[src/common/rs_pkg.sv]
package rs_pkg;

    // field widths
    localparam int PTAG_W = 6;     // 64 physical registers
    localparam int AREG_W = 5;     // rv32 register file
    localparam int ROB_W  = 6;
    localparam int OP_W   = 4;

    typedef logic [PTAG_W-1:0] ptag_t;
    typedef logic [AREG_W-1:0] areg_t;
    typedef logic [ROB_W-1:0]  rob_idx_t;
    typedef logic [OP_W-1:0]   op_t;

    // dispatch steering, code 3 selects no station
    typedef enum logic [1:0] {
        UNIT_ADD = 2'd0,
        UNIT_MUL = 2'd1,
        UNIT_DIV = 2'd2
    } rs_unit_e;

    // station sizes
    localparam int ADD_RS_DEPTH = 8;
    localparam int MUL_RS_DEPTH = 4;
    localparam int DIV_RS_DEPTH = 4;

endpackage
[src/logic/reservation_stations.sv]
module reservation_stations (
    input  logic                clk,
    input  logic                rst,
    input  logic                dispatch_valid,
    output logic                dispatch_ready,
    input  rs_pkg::rs_unit_e    dispatch_unit,
    input  rs_pkg::ptag_t       src1_tag,
    input  rs_pkg::ptag_t       src2_tag,
    input  logic                src1_ready,
    input  logic                src2_ready,
    input  rs_pkg::ptag_t       dst_tag,
    input  rs_pkg::areg_t       dst_areg,
    input  rs_pkg::rob_idx_t    rob_idx,
    input  rs_pkg::op_t         op,
    input  logic                cdb_valid_add,
    input  rs_pkg::ptag_t       cdb_tag_add,
    input  logic                cdb_valid_mul,
    input  rs_pkg::ptag_t       cdb_tag_mul,
    input  logic                cdb_valid_div,
    input  rs_pkg::ptag_t       cdb_tag_div,
    output logic                add_issue_valid,
    input  logic                add_issue_ready,
    output rs_pkg::ptag_t       add_src1_tag,
    output rs_pkg::ptag_t       add_src2_tag,
    output rs_pkg::ptag_t       add_dst_tag,
    output rs_pkg::areg_t       add_dst_areg,
    output rs_pkg::rob_idx_t    add_rob_idx,
    output rs_pkg::op_t         add_op,
    output logic                mul_issue_valid,
    input  logic                mul_issue_ready,
    output rs_pkg::ptag_t       mul_src1_tag,
    output rs_pkg::ptag_t       mul_src2_tag,
    output rs_pkg::ptag_t       mul_dst_tag,
    output rs_pkg::areg_t       mul_dst_areg,
    output rs_pkg::rob_idx_t    mul_rob_idx,
    output rs_pkg::op_t         mul_op,
    output logic                div_issue_valid,
    input  logic                div_issue_ready,
    output rs_pkg::ptag_t       div_src1_tag,
    output rs_pkg::ptag_t       div_src2_tag,
    output rs_pkg::ptag_t       div_dst_tag,
    output rs_pkg::areg_t       div_dst_areg,
    output rs_pkg::rob_idx_t    div_rob_idx,
    output rs_pkg::op_t         div_op
);

    logic [2:0] sel;            // one-hot add, mul, div
    logic [2:0] station_ready;
    logic [2:0] insert_valid;

    always_comb
    begin
        sel = 3'b000;
        case (dispatch_unit)
            rs_pkg::UNIT_ADD: sel = 3'b001;
            rs_pkg::UNIT_MUL: sel = 3'b010;
            rs_pkg::UNIT_DIV: sel = 3'b100;
            default:          sel = 3'b000;  // code 3 goes nowhere
        endcase
    end

    assign dispatch_ready = |(sel & station_ready);
    assign insert_valid   = {3{dispatch_valid}} & sel & station_ready;

    rs_station #(.depth(rs_pkg::ADD_RS_DEPTH)) add_rs (
        .clk (clk), .rst (rst),
        .insert_valid (insert_valid[0]), .insert_ready (station_ready[0]),
        .src1_tag (src1_tag), .src2_tag (src2_tag),
        .src1_ready (src1_ready), .src2_ready (src2_ready),
        .dst_tag (dst_tag), .dst_areg (dst_areg), .rob_idx (rob_idx), .op (op),
        .cdb_valid_add (cdb_valid_add), .cdb_tag_add (cdb_tag_add),
        .cdb_valid_mul (cdb_valid_mul), .cdb_tag_mul (cdb_tag_mul),
        .cdb_valid_div (cdb_valid_div), .cdb_tag_div (cdb_tag_div),
        .issue_valid (add_issue_valid), .issue_ready (add_issue_ready),
        .issue_src1_tag (add_src1_tag), .issue_src2_tag (add_src2_tag),
        .issue_dst_tag (add_dst_tag), .issue_dst_areg (add_dst_areg),
        .issue_rob_idx (add_rob_idx), .issue_op (add_op)
    );

    rs_station #(.depth(rs_pkg::MUL_RS_DEPTH)) mul_rs (
        .clk (clk), .rst (rst),
        .insert_valid (insert_valid[1]), .insert_ready (station_ready[1]),
        .src1_tag (src1_tag), .src2_tag (src2_tag),
        .src1_ready (src1_ready), .src2_ready (src2_ready),
        .dst_tag (dst_tag), .dst_areg (dst_areg), .rob_idx (rob_idx), .op (op),
        .cdb_valid_add (cdb_valid_add), .cdb_tag_add (cdb_tag_add),
        .cdb_valid_mul (cdb_valid_mul), .cdb_tag_mul (cdb_tag_mul),
        .cdb_valid_div (cdb_valid_div), .cdb_tag_div (cdb_tag_div),
        .issue_valid (mul_issue_valid), .issue_ready (mul_issue_ready),
        .issue_src1_tag (mul_src1_tag), .issue_src2_tag (mul_src2_tag),
        .issue_dst_tag (mul_dst_tag), .issue_dst_areg (mul_dst_areg),
        .issue_rob_idx (mul_rob_idx), .issue_op (mul_op)
    );

    rs_station #(.depth(rs_pkg::DIV_RS_DEPTH)) div_rs (
        .clk (clk), .rst (rst),
        .insert_valid (insert_valid[2]), .insert_ready (station_ready[2]),
        .src1_tag (src1_tag), .src2_tag (src2_tag),
        .src1_ready (src1_ready), .src2_ready (src2_ready),
        .dst_tag (dst_tag), .dst_areg (dst_areg), .rob_idx (rob_idx), .op (op),
        .cdb_valid_add (cdb_valid_add), .cdb_tag_add (cdb_tag_add),
        .cdb_valid_mul (cdb_valid_mul), .cdb_tag_mul (cdb_tag_mul),
        .cdb_valid_div (cdb_valid_div), .cdb_tag_div (cdb_tag_div),
        .issue_valid (div_issue_valid), .issue_ready (div_issue_ready),
        .issue_src1_tag (div_src1_tag), .issue_src2_tag (div_src2_tag),
        .issue_dst_tag (div_dst_tag), .issue_dst_areg (div_dst_areg),
        .issue_rob_idx (div_rob_idx), .issue_op (div_op)
    );

endmodule

[src/station/rs_station.sv]
module rs_station #(
    parameter int depth = 4
) (
    input  logic               clk,
    input  logic               rst,
    input  logic               insert_valid,
    output logic               insert_ready,
    input  rs_pkg::ptag_t      src1_tag,
    input  rs_pkg::ptag_t      src2_tag,
    input  logic               src1_ready,
    input  logic               src2_ready,
    input  rs_pkg::ptag_t      dst_tag,
    input  rs_pkg::areg_t      dst_areg,
    input  rs_pkg::rob_idx_t   rob_idx,
    input  rs_pkg::op_t        op,
    input  logic               cdb_valid_add,
    input  rs_pkg::ptag_t      cdb_tag_add,
    input  logic               cdb_valid_mul,
    input  rs_pkg::ptag_t      cdb_tag_mul,
    input  logic               cdb_valid_div,
    input  rs_pkg::ptag_t      cdb_tag_div,
    output logic               issue_valid,
    input  logic               issue_ready,
    output rs_pkg::ptag_t      issue_src1_tag,
    output rs_pkg::ptag_t      issue_src2_tag,
    output rs_pkg::ptag_t      issue_dst_tag,
    output rs_pkg::areg_t      issue_dst_areg,
    output rs_pkg::rob_idx_t   issue_rob_idx,
    output rs_pkg::op_t        issue_op
);

    localparam int idx_w = (depth > 1) ? $clog2(depth) : 1;

    logic [depth-1:0] occupied;
    logic [depth-1:0] rdy1;
    logic [depth-1:0] rdy2;

    // entry fields
    rs_pkg::ptag_t    src1_q [depth];
    rs_pkg::ptag_t    src2_q [depth];
    rs_pkg::ptag_t    dst_q  [depth];
    rs_pkg::areg_t    areg_q [depth];
    rs_pkg::rob_idx_t rob_q  [depth];
    rs_pkg::op_t      op_q   [depth];

    logic [depth-1:0] hit1;
    logic [depth-1:0] hit2;
    logic             new_hit1;
    logic             new_hit2;
    logic [depth-1:0] ready_both;
    logic             free_found;
    logic             issue_found;
    logic [idx_w-1:0] free_idx;
    logic [idx_w-1:0] issue_idx;
    logic             do_insert;
    logic             do_issue;

    rs_wakeup #(.depth(depth)) wakeup (
        .stored_src1_tag (src1_q),
        .stored_src2_tag (src2_q),
        .new_src1_tag    (src1_tag),
        .new_src2_tag    (src2_tag),
        .cdb_valid_add   (cdb_valid_add),
        .cdb_tag_add     (cdb_tag_add),
        .cdb_valid_mul   (cdb_valid_mul),
        .cdb_tag_mul     (cdb_tag_mul),
        .cdb_valid_div   (cdb_valid_div),
        .cdb_tag_div     (cdb_tag_div),
        .hit1            (hit1),
        .hit2            (hit2),
        .new_hit1        (new_hit1),
        .new_hit2        (new_hit2)
    );

    assign ready_both = rdy1 & rdy2;

    rs_slot_picker #(.depth(depth)) picker (
        .occupied    (occupied),
        .ready_both  (ready_both),
        .free_found  (free_found),
        .free_idx    (free_idx),
        .issue_found (issue_found),
        .issue_idx   (issue_idx)
    );

    assign insert_ready = free_found;   // full when nothing is free
    assign do_insert    = insert_valid && free_found;
    assign issue_valid  = issue_found;
    assign do_issue     = issue_found && issue_ready;

    assign issue_src1_tag = src1_q[issue_idx];
    assign issue_src2_tag = src2_q[issue_idx];
    assign issue_dst_tag  = dst_q[issue_idx];
    assign issue_dst_areg = areg_q[issue_idx];
    assign issue_rob_idx  = rob_q[issue_idx];
    assign issue_op       = op_q[issue_idx];

    // free slot and issue slot never coincide, so both updates can land together
    always_ff @(posedge clk)
    begin
        if (rst)
        begin
            occupied <= '0;
        end
        else
        begin
            if (do_insert)
                occupied[free_idx] <= 1'b1;
            if (do_issue)
                occupied[issue_idx] <= 1'b0;
        end
    end

    always_ff @(posedge clk)
    begin
        rdy1 <= rdy1 | (hit1 & occupied);
        rdy2 <= rdy2 | (hit2 & occupied);
        if (do_insert)
        begin
            rdy1[free_idx] <= src1_ready | new_hit1;   // same-cycle broadcast counts
            rdy2[free_idx] <= src2_ready | new_hit2;
        end
    end

    always_ff @(posedge clk)
    begin
        if (do_insert)
        begin
            src1_q[free_idx] <= src1_tag;
            src2_q[free_idx] <= src2_tag;
            dst_q[free_idx]  <= dst_tag;
            areg_q[free_idx] <= dst_areg;
            rob_q[free_idx]  <= rob_idx;
            op_q[free_idx]   <= op;
        end
    end

    // picker result has to agree with the occupancy held here
    insert_slot_free: assert property (@(posedge clk) disable iff (rst)
        do_insert |-> !occupied[free_idx]);

    issue_slot_ready: assert property (@(posedge clk) disable iff (rst)
        issue_valid |-> occupied[issue_idx] && rdy1[issue_idx] && rdy2[issue_idx]);

    // the top only raises insert_valid on an accepted dispatch
    no_insert_when_full: assert property (@(posedge clk) disable iff (rst)
        insert_valid |-> insert_ready);

endmodule

[src/station/rs_slot_picker.sv]
module rs_slot_picker #(
    parameter int depth = 4
) (
    input  logic [depth-1:0] occupied,
    input  logic [depth-1:0] ready_both,
    output logic             free_found,
    output logic [((depth > 1) ? $clog2(depth) : 1)-1:0] free_idx,
    output logic             issue_found,
    output logic [((depth > 1) ? $clog2(depth) : 1)-1:0] issue_idx
);

    localparam int idx_w = (depth > 1) ? $clog2(depth) : 1;

    // walk from the top so the lowest hit is the one left standing
    always_comb
    begin
        free_found = 1'b0;
        free_idx   = '0;
        for (int i = depth - 1; i >= 0; i--)
        begin
            if (!occupied[i])
            begin
                free_found = 1'b1;
                free_idx   = idx_w'(i);
            end
        end
    end

    always_comb
    begin
        issue_found = 1'b0;
        issue_idx   = '0;
        for (int i = depth - 1; i >= 0; i--)
        begin
            if (occupied[i] && ready_both[i])
            begin
                issue_found = 1'b1;
                issue_idx   = idx_w'(i);
            end
        end
    end

endmodule

[src/station/rs_wakeup.sv]
module rs_wakeup #(
    parameter int depth = 4
) (
    input  rs_pkg::ptag_t    stored_src1_tag [depth],
    input  rs_pkg::ptag_t    stored_src2_tag [depth],
    input  rs_pkg::ptag_t    new_src1_tag,
    input  rs_pkg::ptag_t    new_src2_tag,
    input  logic             cdb_valid_add,
    input  rs_pkg::ptag_t    cdb_tag_add,
    input  logic             cdb_valid_mul,
    input  rs_pkg::ptag_t    cdb_tag_mul,
    input  logic             cdb_valid_div,
    input  rs_pkg::ptag_t    cdb_tag_div,
    output logic [depth-1:0] hit1,
    output logic [depth-1:0] hit2,
    output logic             new_hit1,
    output logic             new_hit2
);

    // true when any live broadcast carries this tag
    function automatic logic bcast_match(
        input rs_pkg::ptag_t tag,
        input logic          v_add,
        input rs_pkg::ptag_t t_add,
        input logic          v_mul,
        input rs_pkg::ptag_t t_mul,
        input logic          v_div,
        input rs_pkg::ptag_t t_div
    );
        bcast_match = (v_add && (tag == t_add))
                   || (v_mul && (tag == t_mul))
                   || (v_div && (tag == t_div));
    endfunction

    always_comb
    begin
        for (int i = 0; i < depth; i++)
        begin
            hit1[i] = bcast_match(stored_src1_tag[i], cdb_valid_add, cdb_tag_add,
                                  cdb_valid_mul, cdb_tag_mul, cdb_valid_div, cdb_tag_div);
            hit2[i] = bcast_match(stored_src2_tag[i], cdb_valid_add, cdb_tag_add,
                                  cdb_valid_mul, cdb_tag_mul, cdb_valid_div, cdb_tag_div);
        end
        // operands of the micro-op arriving this cycle
        new_hit1 = bcast_match(new_src1_tag, cdb_valid_add, cdb_tag_add,
                               cdb_valid_mul, cdb_tag_mul, cdb_valid_div, cdb_tag_div);
        new_hit2 = bcast_match(new_src2_tag, cdb_valid_add, cdb_tag_add,
                               cdb_valid_mul, cdb_tag_mul, cdb_valid_div, cdb_tag_div);
    end

endmodule

[config.mk]
export PLATFORM = sky130hd
export DESIGN_NAME = reservation_stations
export DESIGN_NICKNAME = d
export VERILOG_FILES = /design/src/common/rs_pkg.sv /design/src/logic/reservation_stations.sv /design/src/station/rs_station.sv /design/src/station/rs_slot_picker.sv /design/src/station/rs_wakeup.sv
export SDC_FILE = /design/constraint.sdc
export NUM_CORES = 1
export LEC_CHECK = 0
export BUFFER_PORTS_ARGS = -buffer_cell sky130_fd_sc_hd__buf_2
export CORE_UTILIZATION = 56
export CTS_CLUSTER_SIZE = 24
export DETAILED_ROUTE_END_ITERATION = 10
export PLACE_DENSITY = 0.74
export SLEW_MARGIN = 20
export SYNTH_ARGS = -nofsm -noshare
export SYNTH_HDL_FRONTEND = slang
export SYNTH_HIERARCHICAL = 1
export SYNTH_SLANG_ARGS = --single-unit
[constraint.sdc]
create_clock -name clk -period 2.8 [get_ports clk]
set_input_delay 0.42 -clock clk [delete_from_list [all_inputs] [get_ports clk]]
set_output_delay 0.42 -clock clk [all_outputs]
set_load 0.03 [all_outputs]
==> qor.yml <==
run_status:
  status: "complete, but fails checks"
  violations: "negative setup slack"
pwr:
  ir_drop_uv: 831
  p_clk_share_pct: 41.9
  p_int_mw: 14.9
  power.density_nw_per_um2: 542
  fin_total_pwr_mw: 19.5
  power_leakage_nw: 12.2
  comb_power_share_pct: 9.2
  p_sw_mw: 4.63
  power_frac_seq_pct: 49.0
  switching_share_pct: 23.7
floorplan:
  die_h_um: 236
  dieArea_sq_um: 55900
  rows: 85
  core_region_area_sq_um: 54000
  die_x_um: 236
  ioPinCount: 167
  initial_core_util_pct: 57.0
synth:
  yosysMostFrequentCell: "edfxtp_1"
  yosys.area.top_type: "edfxtp_1"
  synth_top_area_share_pct: 51.5
  syn_inst: 2035
  ys_async_sr_fraction_pct: 0
  synth_xor_area_share_pct: 19.5
  yosys_warnings: 6
  synth_simple_gate_area_share_pct: 7.11
  yosys.cell_types.count: 52
  ys_seq_area_share_pct: 54.6
  ys_dominant_reg_cell: "edfxtp_1"
  synth_adder_area_share_pct: 0
  yosys-top-cells-area: "edfxtp_1 (52%), xnor2_1 (9.7%), xor2_1 (9.7%), mux4_2 (8.3%), dfxtp_1 (3.1%)"
  synth_compound_area_share_pct: 1.83
  synth.area.mux_share_pct: 12.4
  yosys-top-cells-count: "edfxtp_1 (528), xnor2_1 (342), xor2_1 (342), nand4_1 (120), nor4_1 (114)"
  ys_ff_latch: 576
  synth_edf_count: 528
  postSynthAreaPerCell_sq_um: 15.1
  synth_area_sq_um: 30800
  synth_nets: 2099
  synth_top_family_by_area: "XOR/XNOR gates"
global_route:
  grt_use_total_pct: 32.8
  antenna_found_initial: 3
  grt_pass1_vias: 20168
  grt_max_degree: 38
  grt_first_pass_wirelength_mm: 134
  grt_overflow: 0
setup_path:
  slowest_stage: "mux4_2"
  crit_type: "reg2out"
  startpoint_type: "flop"
  critPathMaxFanout: 9
  path_cells: "and2_1, and2_1, a32oi_1, o21ai_4, buf_12, buf_4, buf_16, mux4_2, mux2_4, buf_4"
  cpPeakStageDelay_ns: 0.44
  cp.required_ns: 2.38
  crit_buf_inv: 4
  worstSetupEndpointType: "primary output"
  arrival_ns: 3.02
  path_delay_family: "multiplexers"
detailed_routing:
  drcViolationCount: 0
  post_drt_via_cell_ratio: 6.51
  drt_iter0_drc: 2078
  dr.pass1.iters: 5
  dr_total_vias: 19893
  ant_nets: 0
  wl_per_cell_um: 30.0
  wl_mm: 91.8
final_layout:
  n_antenna_cell: 0
  area_delta_synth_final_pct: 17.1
  regArea_sq_um: 16800
  fillers: 3616
  drive_gt1_share_pct: 27.6
  multi_input_area_sq_um: 12700
  nets: 2376
sta:
  finalHoldViolations: 0
  rsz0062_at_grt: "true"
  fin_crit_sh_pct: 123
  worstMarginPinSlew_ns: 1.08
  fin_ws_ns: -0.635
  finClkSkew_ns: 0.0231
  setup_viol: 99
  fmax_mhz: 291
  min_period_ns: 3.44
  drv_slew: 0
  slew_headroom_pct: 28.1
clock_network:
  clockBufferDepth: 3
  cts_buffers: 59
  clkSinkCount: 576
  root_buffer: "clkbuf_16"
  htreeDepth: 2
  clock_latency_ns: 0.64
  clk_pin_slew_worst_paths_ns: 0.06
  cts_hold_buf: 0
  cts_tree: "yes"
flow_run:
  maxCapViolations: 0
placement:
  pre_cts_slack_ns: 0.0151
  globalplace.congestion: 0.942
  port_buffers: 166
  dp_hpwl_mm: 59.2
hold_path:
  hold_path_class: "in2reg"
-- per-stage QoR --
step	area, sq um	setup TNS, ns	hold slack, ns	util [%]	cells
global placement	32900	0	0.482	60.9	2916
global route	36000	-33.57	0.152	66.7	3057
floorplan	30800	-38.33	0.469	-	2035
detailed placement	32900	0	0.491	60.9	2916
finish	36000	-27.74	0.156	66.7	3057
CTS	36000	-29.91	0.124	66.7	3059
-- routing by layer --
layer,global-route usage [%],share of wire [%]
met1,44.1,39
met2,52.5,48
met3,6.00,9.2
met4,13.9,4.1
met5,0,0.023
-- timing repair --
| action | in CTS | in global routing |
|---|---|---|
| setup buffers | 24 | 5 |
| gates cloned | 9 | 1 |
| pin swaps | 5 | 3 |
| setup endpoints to repair | 100 | 100 |
| gates resized for setup | 233 | 30 |
-- cell usage in the layout (no fill, tap or decap), types with 7 or more instances in the layout --
cell / instances
buf_2: 76
clkbuf_16: 61
or3_1: 40
mux4_2: 130
a21oi_1: 42
nor2_1: 7
buf_6: 86
o21a_1: 8
clkinvlp_4: 8
clkbuf_1: 10
xnor2_1: 342
and2_1: 10
nand4_1: 120
mux2_4: 26
nor2_4: 7
inv_1: 16
buf_12: 57
dfxtp_2: 12
edfxtp_1: 528
and2_4: 7
mux2i_1: 32
buf_4: 112
nor4_1: 114
clkinv_2: 10
nand2_1: 13
bufinv_16: 8
dfxtp_1: 35
mux2_2: 7
xor2_1: 342
clkinv_1: 8
-- power groups by stage --
stage | Combinational [mW] | Clock [mW] | Sequential (mW)
5_1_grt | 1.86 | 8.54 | 9.57
3_5_place_dp | 1.68 | 0 | 9.74
4_1_cts | 1.75 | 8.21 | 9.56
2_1_floorplan | 1.09 | 0 | 9.72
6_report | 1.79 | 8.18 | 9.56
3_3_place_gp | 1.65 | 0 | 9.73
-- area by class of cell --
class	count	area share [%]
Timing Repair Buffer	339	9.76
Clock buffer	72	4.35
Clock inverter	38	1.24
Tap cell	696	2.42
Inverter	16	0.167
Sequential cell	576	46.7
Multi-Input combinational cell	1320	35.3
-- logic make-up after synthesis --
| group | count (synthesis) |
|---|---|
| multiplexers | 198 |
| AO/OA/AOI/OAI | 84 |
| flip-flops | 576 |
| AND/OR/NAND/NOR | 354 |
| XOR/XNOR | 684 |
| buffers and inverters | 139 |
-- sequential cells by signal, summed over array words and instances (netlist names), 20 cells and up --
signal / flops
add_rs/areg_q: 40
add_rs/dst_q: 48
add_rs/op_q: 32
add_rs/rob_q: 48
add_rs/src1_q: 48
add_rs/src2_q: 48
div_rs/areg_q: 20
div_rs/dst_q: 24
div_rs/rob_q: 24
div_rs/src1_q: 24
div_rs/src2_q: 24
mul_rs/areg_q: 20
mul_rs/dst_q: 24
mul_rs/rob_q: 24
mul_rs/src1_q: 24
mul_rs/src2_q: 24
-- worst register-to-register path, stage by stage (launching register included) --
cell and delay (ns):
dfxtp_4 0.36, buf_4 0.15, nand4_1 0.12, or3_4 0.14, and4bb_2 0.23, nand3b_1 0.10
buf_4 0.18, nor2_4 0.56, buf_12 0.23
-- path summary, 6_finish.rpt --
path	from	end	slack (ns)	depth (start not counted)
setup reg to reg	add_rs/occupied[0]$_SDFF_PP0_	add_rs/op_q[1][3]$_DFFE_PP_	0.43	8
hold / removal	mul_issue_ready	mul_rs/occupied[3]$_SDFF_PP0_	0.16	3
hold reg to reg	add_rs/rdy1[3]$_DFF_P_	add_rs/rdy1[3]$_DFF_P_	0.51	2
setup / recovery	add_rs/rdy1[3]$_DFF_P_	add_dst_tag[2]	-0.64	10
Power figures use the tool's default switching activity.
